==> config.mk <==
export PLATFORM = sky130hd
export DESIGN_NAME = rename_core
export DESIGN_NICKNAME = d
export VERILOG_FILES = /design/src/design/ooo_pkg.sv /design/src/design/rename_core.sv /design/src/design/dispatch_unit.sv /design/src/design/reorder_buffer.sv /design/src/design/register_file.sv
export VERILOG_INCLUDE_DIRS = /design/src /design/src/include
export SDC_FILE = /design/constraint.sdc
export NUM_CORES = 2
export LEC_CHECK = 0
export BUFFER_PORTS_ARGS = -buffer_cell sky130_fd_sc_hd__buf_4
export CAP_MARGIN = 20
export CELL_PAD_IN_SITES_DETAIL_PLACEMENT = 0
export CELL_PAD_IN_SITES_GLOBAL_PLACEMENT = 2
export CORE_ASPECT_RATIO = 1.25
export CORE_UTILIZATION = 40
export CTS_CLUSTER_SIZE = 16
export DETAILED_ROUTE_END_ITERATION = 16
export PLACE_DENSITY_LB_ADDON = 0.1
export SETUP_SLACK_MARGIN = 0.1
export SLEW_MARGIN = 20
export SYNTH_ARGS = -nofsm -noshare
export SYNTH_HDL_FRONTEND = slang
export SYNTH_SLANG_ARGS = --single-unit
==> constraint.sdc <==
create_clock -name clk -period 8.4 [get_ports clk]
set_clock_uncertainty 0.15 [all_clocks]
set_input_delay 1.26 -clock clk [delete_from_list [all_inputs] [get_ports clk]]
set_output_delay 1.26 -clock clk [all_outputs]
set_load 0.01 [all_outputs]
==> src/include/ooo_consts.svh <==
`ifndef OOO_CONSTS_SVH
`define OOO_CONSTS_SVH

// width of one data word
`define XLEN 32

// architectural registers
// register 0 always reads as zero
`define NUM_REGS 32

// in-flight instructions the ROB can hold
// the upstream also starts with this many credits
`define ROB_DEPTH 8

// bits needed to name one ROB entry
`define ROB_TAG_WIDTH 3

`endif
==> src/design/ooo_pkg.sv <==
`include "ooo_consts.svh"

package ooo_pkg;

	// one data word as it sits in a register or a ROB entry
	typedef logic [`XLEN-1:0] word_t;

	// architectural register index
	// five bits cover the 32 registers
	typedef logic [4:0] reg_index_t;

	// ROB entry index
	// doubles as the producer tag held in the register file
	typedef logic [`ROB_TAG_WIDTH-1:0] rob_tag_t;

endpackage

==> src/design/rename_core.sv <==
`include "ooo_consts.svh"

module rename_core (
	input  logic                clk,
	input  logic                reset,

	// dispatch from the decoder
	input  logic                dispatch_valid,
	input  ooo_pkg::reg_index_t dispatch_rs1,
	input  ooo_pkg::reg_index_t dispatch_rs2,
	input  ooo_pkg::reg_index_t dispatch_rd,
	input  logic                dispatch_has_rd,

	// results from the execution units
	input  logic                complete_valid,
	input  ooo_pkg::rob_tag_t   complete_tag,
	input  ooo_pkg::word_t      complete_value,

	// one credit back per retirement
	output logic                credit_return,

	// issue group
	output logic                issue_valid,
	output ooo_pkg::rob_tag_t   issue_tag,
	output logic                issue_src1_ready,
	output logic                issue_src2_ready,
	output ooo_pkg::word_t      issue_src1_value,
	output ooo_pkg::word_t      issue_src2_value,
	output ooo_pkg::rob_tag_t   issue_src1_tag,
	output ooo_pkg::rob_tag_t   issue_src2_tag,

	// retire group
	output logic                retire_valid,
	output ooo_pkg::reg_index_t retire_rd,
	output ooo_pkg::word_t      retire_value,
	output ooo_pkg::rob_tag_t   retire_tag
);

	import ooo_pkg::*;

	// register file reads
	reg_index_t rs1_index;
	reg_index_t rs2_index;
	word_t      rs1;
	word_t      rs2;
	rob_tag_t   rs1_rob_tag;
	rob_tag_t   rs2_rob_tag;
	logic       rs1_rob_tag_valid;
	logic       rs2_rob_tag_valid;

	// rename port
	logic       rename_en;
	reg_index_t rename_index;
	rob_tag_t   rename_tag;

	// ROB allocation and lookups
	logic       alloc_en;
	reg_index_t alloc_rd;
	logic       alloc_has_rd;
	rob_tag_t   alloc_tag;
	rob_tag_t   lookup1_tag;
	rob_tag_t   lookup2_tag;
	logic       lookup1_done;
	logic       lookup2_done;
	word_t      lookup1_value;
	word_t      lookup2_value;

	// retire write, which the ROB also drives out as the retire group
	logic       write_en;

	register_file register_file_i (
		.clk               (clk),
		.reset             (reset),
		.rs1_index         (rs1_index),
		.rs2_index         (rs2_index),
		.rd_index          (retire_rd),
		.rd                (retire_value),
		.rd_rob_index      (retire_tag),
		.write_en          (write_en),
		.rename_en         (rename_en),
		.rename_index      (rename_index),
		.rename_tag        (rename_tag),
		.rs1               (rs1),
		.rs1_rob_tag       (rs1_rob_tag),
		.rs1_rob_tag_valid (rs1_rob_tag_valid),
		.rs2               (rs2),
		.rs2_rob_tag       (rs2_rob_tag),
		.rs2_rob_tag_valid (rs2_rob_tag_valid)
	);

	reorder_buffer reorder_buffer_i (
		.clk            (clk),
		.reset          (reset),
		.alloc_en       (alloc_en),
		.alloc_rd       (alloc_rd),
		.alloc_has_rd   (alloc_has_rd),
		.alloc_tag      (alloc_tag),
		.complete_valid (complete_valid),
		.complete_tag   (complete_tag),
		.complete_value (complete_value),
		.lookup1_tag    (lookup1_tag),
		.lookup2_tag    (lookup2_tag),
		.lookup1_done   (lookup1_done),
		.lookup2_done   (lookup2_done),
		.lookup1_value  (lookup1_value),
		.lookup2_value  (lookup2_value),
		.write_en       (write_en),
		.rd_index       (retire_rd),
		.rd             (retire_value),
		.rd_rob_index   (retire_tag),
		.retire_valid   (retire_valid),
		.credit_return  (credit_return)
	);

	dispatch_unit dispatch_unit_i (
		.clk               (clk),
		.reset             (reset),
		.dispatch_valid    (dispatch_valid),
		.dispatch_rs1      (dispatch_rs1),
		.dispatch_rs2      (dispatch_rs2),
		.dispatch_rd       (dispatch_rd),
		.dispatch_has_rd   (dispatch_has_rd),
		.rs1_index         (rs1_index),
		.rs2_index         (rs2_index),
		.rs1               (rs1),
		.rs1_rob_tag       (rs1_rob_tag),
		.rs1_rob_tag_valid (rs1_rob_tag_valid),
		.rs2               (rs2),
		.rs2_rob_tag       (rs2_rob_tag),
		.rs2_rob_tag_valid (rs2_rob_tag_valid),
		.rename_en         (rename_en),
		.rename_index      (rename_index),
		.rename_tag        (rename_tag),
		.alloc_en          (alloc_en),
		.alloc_rd          (alloc_rd),
		.alloc_has_rd      (alloc_has_rd),
		.alloc_tag         (alloc_tag),
		.lookup1_tag       (lookup1_tag),
		.lookup2_tag       (lookup2_tag),
		.lookup1_done      (lookup1_done),
		.lookup2_done      (lookup2_done),
		.lookup1_value     (lookup1_value),
		.lookup2_value     (lookup2_value),
		.issue_valid       (issue_valid),
		.issue_tag         (issue_tag),
		.issue_src1_ready  (issue_src1_ready),
		.issue_src2_ready  (issue_src2_ready),
		.issue_src1_value  (issue_src1_value),
		.issue_src2_value  (issue_src2_value),
		.issue_src1_tag    (issue_src1_tag),
		.issue_src2_tag    (issue_src2_tag)
	);

endmodule

==> src/design/dispatch_unit.sv <==
`include "ooo_consts.svh"

module dispatch_unit (
	input  logic                clk,
	input  logic                reset,

	// decoded instruction from upstream
	input  logic                dispatch_valid,
	input  ooo_pkg::reg_index_t dispatch_rs1,
	input  ooo_pkg::reg_index_t dispatch_rs2,
	input  ooo_pkg::reg_index_t dispatch_rd,
	input  logic                dispatch_has_rd,

	// register file reads
	output ooo_pkg::reg_index_t rs1_index,
	output ooo_pkg::reg_index_t rs2_index,
	input  ooo_pkg::word_t      rs1,
	input  ooo_pkg::rob_tag_t   rs1_rob_tag,
	input  logic                rs1_rob_tag_valid,
	input  ooo_pkg::word_t      rs2,
	input  ooo_pkg::rob_tag_t   rs2_rob_tag,
	input  logic                rs2_rob_tag_valid,

	// register file rename
	output logic                rename_en,
	output ooo_pkg::reg_index_t rename_index,
	output ooo_pkg::rob_tag_t   rename_tag,

	// ROB allocation and lookups
	output logic                alloc_en,
	output ooo_pkg::reg_index_t alloc_rd,
	output logic                alloc_has_rd,
	input  ooo_pkg::rob_tag_t   alloc_tag,
	output ooo_pkg::rob_tag_t   lookup1_tag,
	output ooo_pkg::rob_tag_t   lookup2_tag,
	input  logic                lookup1_done,
	input  logic                lookup2_done,
	input  ooo_pkg::word_t      lookup1_value,
	input  ooo_pkg::word_t      lookup2_value,

	// issue group, one cycle after dispatch
	output logic                issue_valid,
	output ooo_pkg::rob_tag_t   issue_tag,
	output logic                issue_src1_ready,
	output logic                issue_src2_ready,
	output ooo_pkg::word_t      issue_src1_value,
	output ooo_pkg::word_t      issue_src2_value,
	output ooo_pkg::rob_tag_t   issue_src1_tag,
	output ooo_pkg::rob_tag_t   issue_src2_tag
);

	import ooo_pkg::*;

	logic  src1_ready;
	logic  src2_ready;
	word_t src1_value;
	word_t src2_value;

	assign rs1_index = dispatch_rs1;
	assign rs2_index = dispatch_rs2;

	// look up whichever producer the register file names
	assign lookup1_tag = rs1_rob_tag;
	assign lookup2_tag = rs2_rob_tag;

	// no pending writer means the register value is current
	// otherwise forward from the ROB once the producer is done
	assign src1_ready = !rs1_rob_tag_valid || lookup1_done;
	assign src2_ready = !rs2_rob_tag_valid || lookup2_done;
	assign src1_value = rs1_rob_tag_valid ? lookup1_value : rs1;
	assign src2_value = rs2_rob_tag_valid ? lookup2_value : rs2;

	// every dispatch takes the tail entry
	assign alloc_en     = dispatch_valid;
	assign alloc_rd     = dispatch_rd;
	assign alloc_has_rd = dispatch_has_rd;

	// register 0 is never renamed
	assign rename_en    = dispatch_valid && dispatch_has_rd && (dispatch_rd != '0);
	assign rename_index = dispatch_rd;
	assign rename_tag   = alloc_tag;

	always_ff @(posedge clk) begin
		if (!reset) begin
			issue_valid <= 1'b0;
		end else begin
			issue_valid <= dispatch_valid;
		end
	end

	// issue payload, held between dispatches
	always_ff @(posedge clk) begin
		if (dispatch_valid) begin
			issue_tag        <= alloc_tag;
			issue_src1_ready <= src1_ready;
			issue_src2_ready <= src2_ready;
			issue_src1_value <= src1_value;
			issue_src2_value <= src2_value;
			issue_src1_tag   <= rs1_rob_tag;
			issue_src2_tag   <= rs2_rob_tag;
		end
	end

endmodule

==> src/design/reorder_buffer.sv <==
`include "ooo_consts.svh"

module reorder_buffer (
	input  logic                clk,
	input  logic                reset,

	// allocation at the tail
	input  logic                alloc_en,
	input  ooo_pkg::reg_index_t alloc_rd,
	input  logic                alloc_has_rd,
	output ooo_pkg::rob_tag_t   alloc_tag,

	// results from the execution units
	input  logic                complete_valid,
	input  ooo_pkg::rob_tag_t   complete_tag,
	input  ooo_pkg::word_t      complete_value,

	// operand lookups for dispatch
	input  ooo_pkg::rob_tag_t   lookup1_tag,
	input  ooo_pkg::rob_tag_t   lookup2_tag,
	output logic                lookup1_done,
	output logic                lookup2_done,
	output ooo_pkg::word_t      lookup1_value,
	output ooo_pkg::word_t      lookup2_value,

	// retire port to the register file
	output logic                write_en,
	output ooo_pkg::reg_index_t rd_index,
	output ooo_pkg::word_t      rd,
	output ooo_pkg::rob_tag_t   rd_rob_index,
	output logic                retire_valid,
	output logic                credit_return
);

	import ooo_pkg::*;

	// oldest in-flight entry
	rob_tag_t head;
	// next entry to hand out
	rob_tag_t tail;

	// per entry control
	logic [`ROB_DEPTH-1:0] busy;
	logic [`ROB_DEPTH-1:0] done;

	// per entry payload
	reg_index_t            dest [`ROB_DEPTH];
	logic [`ROB_DEPTH-1:0] has_rd;
	word_t                 value [`ROB_DEPTH];

	logic complete_accept;
	logic lookup1_bypass;
	logic lookup2_bypass;

	assign alloc_tag = tail;

	// stray completions are dropped
	// this covers a free entry and a second result for the same tag
	assign complete_accept = complete_valid && busy[complete_tag] && !done[complete_tag];

	// retire when the oldest entry has its result
	assign retire_valid  = busy[head] && done[head];
	assign credit_return = retire_valid;

	// no write for an instruction without a destination
	assign write_en     = retire_valid && has_rd[head];
	assign rd_index     = dest[head];
	assign rd           = value[head];
	assign rd_rob_index = head;

	// a completion in this cycle is visible to a dispatch in the same cycle
	assign lookup1_bypass = complete_accept && (complete_tag == lookup1_tag);
	assign lookup2_bypass = complete_accept && (complete_tag == lookup2_tag);

	assign lookup1_done  = done[lookup1_tag] || lookup1_bypass;
	assign lookup2_done  = done[lookup2_tag] || lookup2_bypass;
	assign lookup1_value = lookup1_bypass ? complete_value : value[lookup1_tag];
	assign lookup2_value = lookup2_bypass ? complete_value : value[lookup2_tag];

	// pointers and entry state
	always_ff @(posedge clk) begin
		if (!reset) begin
			head <= '0;
			tail <= '0;
			busy <= '0;
			done <= '0;
		end else begin
			if (complete_accept) begin
				done[complete_tag] <= 1'b1;
			end
			if (retire_valid) begin
				busy[head] <= 1'b0;
				done[head] <= 1'b0;
				head       <= head + 1'b1;
			end
			// the credit scheme keeps tail off a live entry
			if (alloc_en) begin
				busy[tail] <= 1'b1;
				done[tail] <= 1'b0;
				tail       <= tail + 1'b1;
			end
		end
	end

	// entry payload
	// only meaningful while the entry is busy
	always_ff @(posedge clk) begin
		if (alloc_en) begin
			dest[tail]   <= alloc_rd;
			has_rd[tail] <= alloc_has_rd;
		end
		if (complete_accept) begin
			value[complete_tag] <= complete_value;
		end
	end

endmodule

==> src/design/register_file.sv <==
`include "ooo_consts.svh"

module register_file (
	input  logic                clk,
	input  logic                reset,

	// read indices
	input  ooo_pkg::reg_index_t rs1_index,
	input  ooo_pkg::reg_index_t rs2_index,

	// retire write from the ROB head
	input  ooo_pkg::reg_index_t rd_index,
	input  ooo_pkg::word_t      rd,
	input  ooo_pkg::rob_tag_t   rd_rob_index,
	input  logic                write_en,

	// rename from dispatch
	input  logic                rename_en,
	input  ooo_pkg::reg_index_t rename_index,
	input  ooo_pkg::rob_tag_t   rename_tag,

	// read results
	output ooo_pkg::word_t      rs1,
	output ooo_pkg::rob_tag_t   rs1_rob_tag,
	output logic                rs1_rob_tag_valid,
	output ooo_pkg::word_t      rs2,
	output ooo_pkg::rob_tag_t   rs2_rob_tag,
	output logic                rs2_rob_tag_valid
);

	import ooo_pkg::*;

	// committed values
	word_t                regs [`NUM_REGS];
	// tag of the youngest in-flight writer of each register
	rob_tag_t             tags [`NUM_REGS];
	// tag 0 is a real entry, so a separate valid bit says whether a writer is pending
	logic [`NUM_REGS-1:0] tag_valid;

	logic retire_write;
	logic retire_clear;
	logic rename_write;

	// register 0 never takes a write or a tag
	assign retire_write = write_en && (rd_index != '0);
	assign rename_write = rename_en && (rename_index != '0);

	// drop the tag only when the retiring entry is still the youngest writer
	// a mismatch means a younger instruction renamed rd meanwhile
	assign retire_clear = retire_write && tag_valid[rd_index] &&
		(tags[rd_index] == rd_rob_index);

	always_ff @(posedge clk) begin
		if (!reset) begin
			for (int i = 0; i < `NUM_REGS; i++) begin
				regs[i] <= '0;
				tags[i] <= '0;
			end
			tag_valid <= '0;
		end else begin
			if (retire_write) begin
				regs[rd_index] <= rd;
			end
			if (retire_clear) begin
				tags[rd_index]      <= '0;
				tag_valid[rd_index] <= 1'b0;
			end
			// rename comes last so it overrides a clear to the same register
			if (rename_write) begin
				tags[rename_index]      <= rename_tag;
				tag_valid[rename_index] <= 1'b1;
			end
		end
	end

	// reads see the state from before this cycle's rename and retire
	assign rs1               = regs[rs1_index];
	assign rs1_rob_tag       = tags[rs1_index];
	assign rs1_rob_tag_valid = tag_valid[rs1_index];

	assign rs2               = regs[rs2_index];
	assign rs2_rob_tag       = tags[rs2_index];
	assign rs2_rob_tag_valid = tag_valid[rs2_index];

endmodule

==> impl_metrics.py <==
metrics = {
    "synth": {
        "synth_top_cells_by_area": "edfxtp_1 (56%), mux4_2 (22%), nor2_1 (5.0%), mux2_2 (4.6%), clkbuf_1 (1.9%)",
        "synth_top_area_share_pct": 56.0,
        "ys_seq_area_share_pct": 57.4,
        "yosysWarningCount": 0,
        "ys.flop_type": "edfxtp_1",
        "avgSynthCellArea_um2": 15.0,
        "synth_top_area_cell": "edfxtp_1",
        "syn_area_um2": 80400,
        "synthTopCellsByCount": "edfxtp_1 (1499), nor2_1 (1070), mux4_2 (794), clkbuf_1 (399), mux2_2 (327)",
        "netlist_instances": 5359,
        "synth_edf_count": 1499,
        "ys_types": 72,
        "postSynth.asyncResetShare_pct": 0,
        "synth_most_common_cell": "edfxtp_1",
        "ys_ff_latch": 1557,
    },
    "clock_tree": {
        "cts_hold_buffers": 0,
        "cts.sinks": 1557,
        "htreeDepth": 4,
        "cts_tree": "built",
        "worst_skew_pair.late_latency_ns": 0.84,
        "cts_buffer_depth": 3,
        "cts.repair.resized": 0,
        "cts_buffers": 170,
        "cts.clk_slew.worst_paths_ns": 0.06,
        "cts-root-buf": "clkbuf_16",
        "post_cts_buffers": 0,
    },
    "grt": {
        "antenna_found_initial": 10,
        "grt_start_max_net_pins": 94,
        "track_usage_pct": 30.1,
        "grt_pass1_wl_mm": 422,
        "grt_pass1_vias": 52800,
        "grt_overflow": 0,
    },
    "floorplanning": {
        "pin_count": 173,
        "coreArea_um2": 199000,
        "rows": 183,
        "die_w_um": 403,
        "start_util_pct": 40.3,
        "dieArea_um2": 203000,
        "die-height_um": 503,
    },
    "routing": {
        "ant_nets": 0,
        "first_iter_violations": 5172,
        "routedWlPerCell_um": 37.2,
        "totalWireLength_mm": 306,
        "vias_per_cell": 6.32,
        "routed.top_layer": "met5",
        "drt_pre_antenna_iters": 5,
        "met3WireLength_mm": 20.4,
        "drc": 0,
        "routed-wl-met2_mm": 150,
        "drt-met1-wl_mm": 117,
        "num_vias": 51900,
    },
    "sta": {
        "setup_tns_ns": 0,
        "hold_slack_ns": 0.353,
        "maxSlewHeadroom_pct": 19.9,
        "timing.fmax_mhz": 181,
        "min_period_over_period_pct": 65.7,
        "rsz0062_at_grt": "false",
        "worst_pin_slew_ns": 1.20,
        "finalHoldViolCount": 0,
        "setup_viol": 0,
        "drv_slew": 0,
        "fin_crit_ns": 5.52,
    },
    "setup_path": {
        "cp_slowest_cell": "buf_4",
        "crit_buf_inv": 5,
        "cp.required_ns": 6.99,
        "reg2regPathDepth": 12,
        "cp.arrival_ns": 4.11,
        "cp-end-kind": "primary output",
        "path_common_cell": "buf_4",
        "cpPeakStageDelay_ns": 0.63,
        "crit_family": "buffers and inverters",
        "r2r-end": "register_file_i.regs[25][30]$_SDFFCE_PN0P_",
        "path_cells": "buf_16 -> buf_4 -> mux4_2 -> mux2i_4 -> buf_4 -> inv_1 -> buf_4",
        "rrSetupSlack_ns": 3.09,
        "crit_fanout": 32,
        "path_class": "reg -> out",
        "cp-start-kind": "register",
    },
    "min_path": {
        "hp-class": "reg -> reg",
        "worstHoldStart": "register_file_i.tag_valid[10]$_SDFF_PN0_",
        "min_path_cells": 2,
        "hold-path-endpoint": "register_file_i.tag_valid[10]$_SDFF_PN0_",
    },
    "power": {
        "peakVddDrop_mv": 0.196,
        "power.density_nw_per_um2": 206,
        "cellLeakagePower_uw": 0.0316,
    },
    "place": {
        "post-dp-hpwl_mm": 191,
        "gp_congestion": 0.865,
        "portBuffers": 172,
    },
    "final_layout": {
        "fillCellCount": 17500,
        "drive_gt1_share_pct": 33.9,
        "fin_nets": 5466,
        "area_growth_pct": 13.0,
    },
    "run_status": {
        "status": "finished, final reports clean",
    },
    "job": {
        "cap_violations": 0,
    },
}
[worst max-delay path by stage]
stage / end / from / cells past startpoint / slack (ns)
final: retire_value[31] / register / 7 / 2.88
after global routing: retire_value[23] / register / 7 / 2.70
after CTS: retire_value[23] / register / 6 / 2.53
after detailed placement: dispatch_unit_i.issue_src2_value[26]$_DFFE_PP_ / dispatch_rs2[0] / 12 / 2.16
after global placement: dispatch_unit_i.issue_src2_value[26]$_DFFE_PP_ / dispatch_rs2[0] / 12 / 2.22
after floorplan: reorder_buffer_i.value[0][0]$_DFFE_PP_ / complete_tag[0] / 7 / 3.03
[layout by cell type, fill, tap and decap left out, drive strengths merged, types with 65 or more instances in the layout]
master	Yosys	layout
and2	82	82
buf	126	369
clkbuf	399	214
clkinv	0	65
edfxtp	1499	1499
mux2	329	329
mux2i	75	75
mux4	794	794
nand2	201	201
nor2	1070	1070
o21ai	208	208
o22ai	138	138
[layout make-up]
cell class	count	area, µm²	share of cell area (%)
antenna	2	5.00	0.00551
clock buffer	214	4580	5.03
clock inverter	87	852	0.937
inverter	55	209	0.230
multi-input combinational	3256	32800	36.1
sequential	1557	46200	50.8
tap	2682	3360	3.69
timing repair buffer	369	2940	3.23
[per-layer routing]
layer	GRT usage (%)	up-vias
met4	15.9	6
met5	0	-
met1	38.4	27800
li1	-	21100
met3	4.19	555
met2	50.0	2490
[sequential cells by signal, summed over array words and instances, names as in the netlist, 8 cells and up, named ones only]
| signal | flops |
|---|---|
| reorder_buffer_i.done | 8 |
| reorder_buffer_i.has_rd | 8 |
| register_file_i.regs | 1024 |
| register_file_i.tag_valid | 32 |
| register_file_i.tags | 96 |
| dispatch_unit_i.issue_src1_value | 32 |
| reorder_buffer_i.busy | 8 |
| reorder_buffer_i.dest | 40 |
| dispatch_unit_i.issue_src2_value | 32 |
| reorder_buffer_i.value | 256 |
[stage by stage]
| step | area, µm² | setup WS (ns) | power [µW] | instances | util (%) |
|---|---|---|---|---|---|
| floorplan | 80500 | 3.03 | 10400 | 5393 | - |
| global placement | 85300 | 2.22 | 11400 | 7914 | 42.8 |
| detailed placement | 85400 | 2.16 | 11400 | 7918 | 42.8 |
| CTS | 90900 | 2.53 | 18900 | 8219 | 45.6 |
| global route | 90900 | 2.70 | 19200 | 8221 | 45.6 |
| finish | 90900 | 2.88 | 18800 | 8222 | 45.6 |
[cell families after synthesis]
logic type	after synthesis	share of synthesized area [%]
AOI/OAI and AO/OA	461	3.62
xor gates and xnor gates	9	0.0980
adders and majority gates	2	0.0311
buffers and inverters	580	2.85
DFF	1557	57.4
muxes	1198	27.8
other	1	0.00466
and+or+nand+nor	1551	8.15
[tightest hold or removal path, delay by kind of cell (launching register included)]
kind | cells | cell delay [ns]
and+or+nand+nor | 1 | 0.06
AOI/OAI and AO/OA | 1 | 0.06
DFF | 1 | 0.33
[power breakdown]
part | switching, µW | internal [µW] | leakage [µW]
sequential | 176 | 8770 | 0.0155
clock | 3260 | 4230 | 0.00264
combinational | 1400 | 931 | 0.0134
total | 4830 | 13900 | 0.0316
Power figures use the tool's default switching activity.
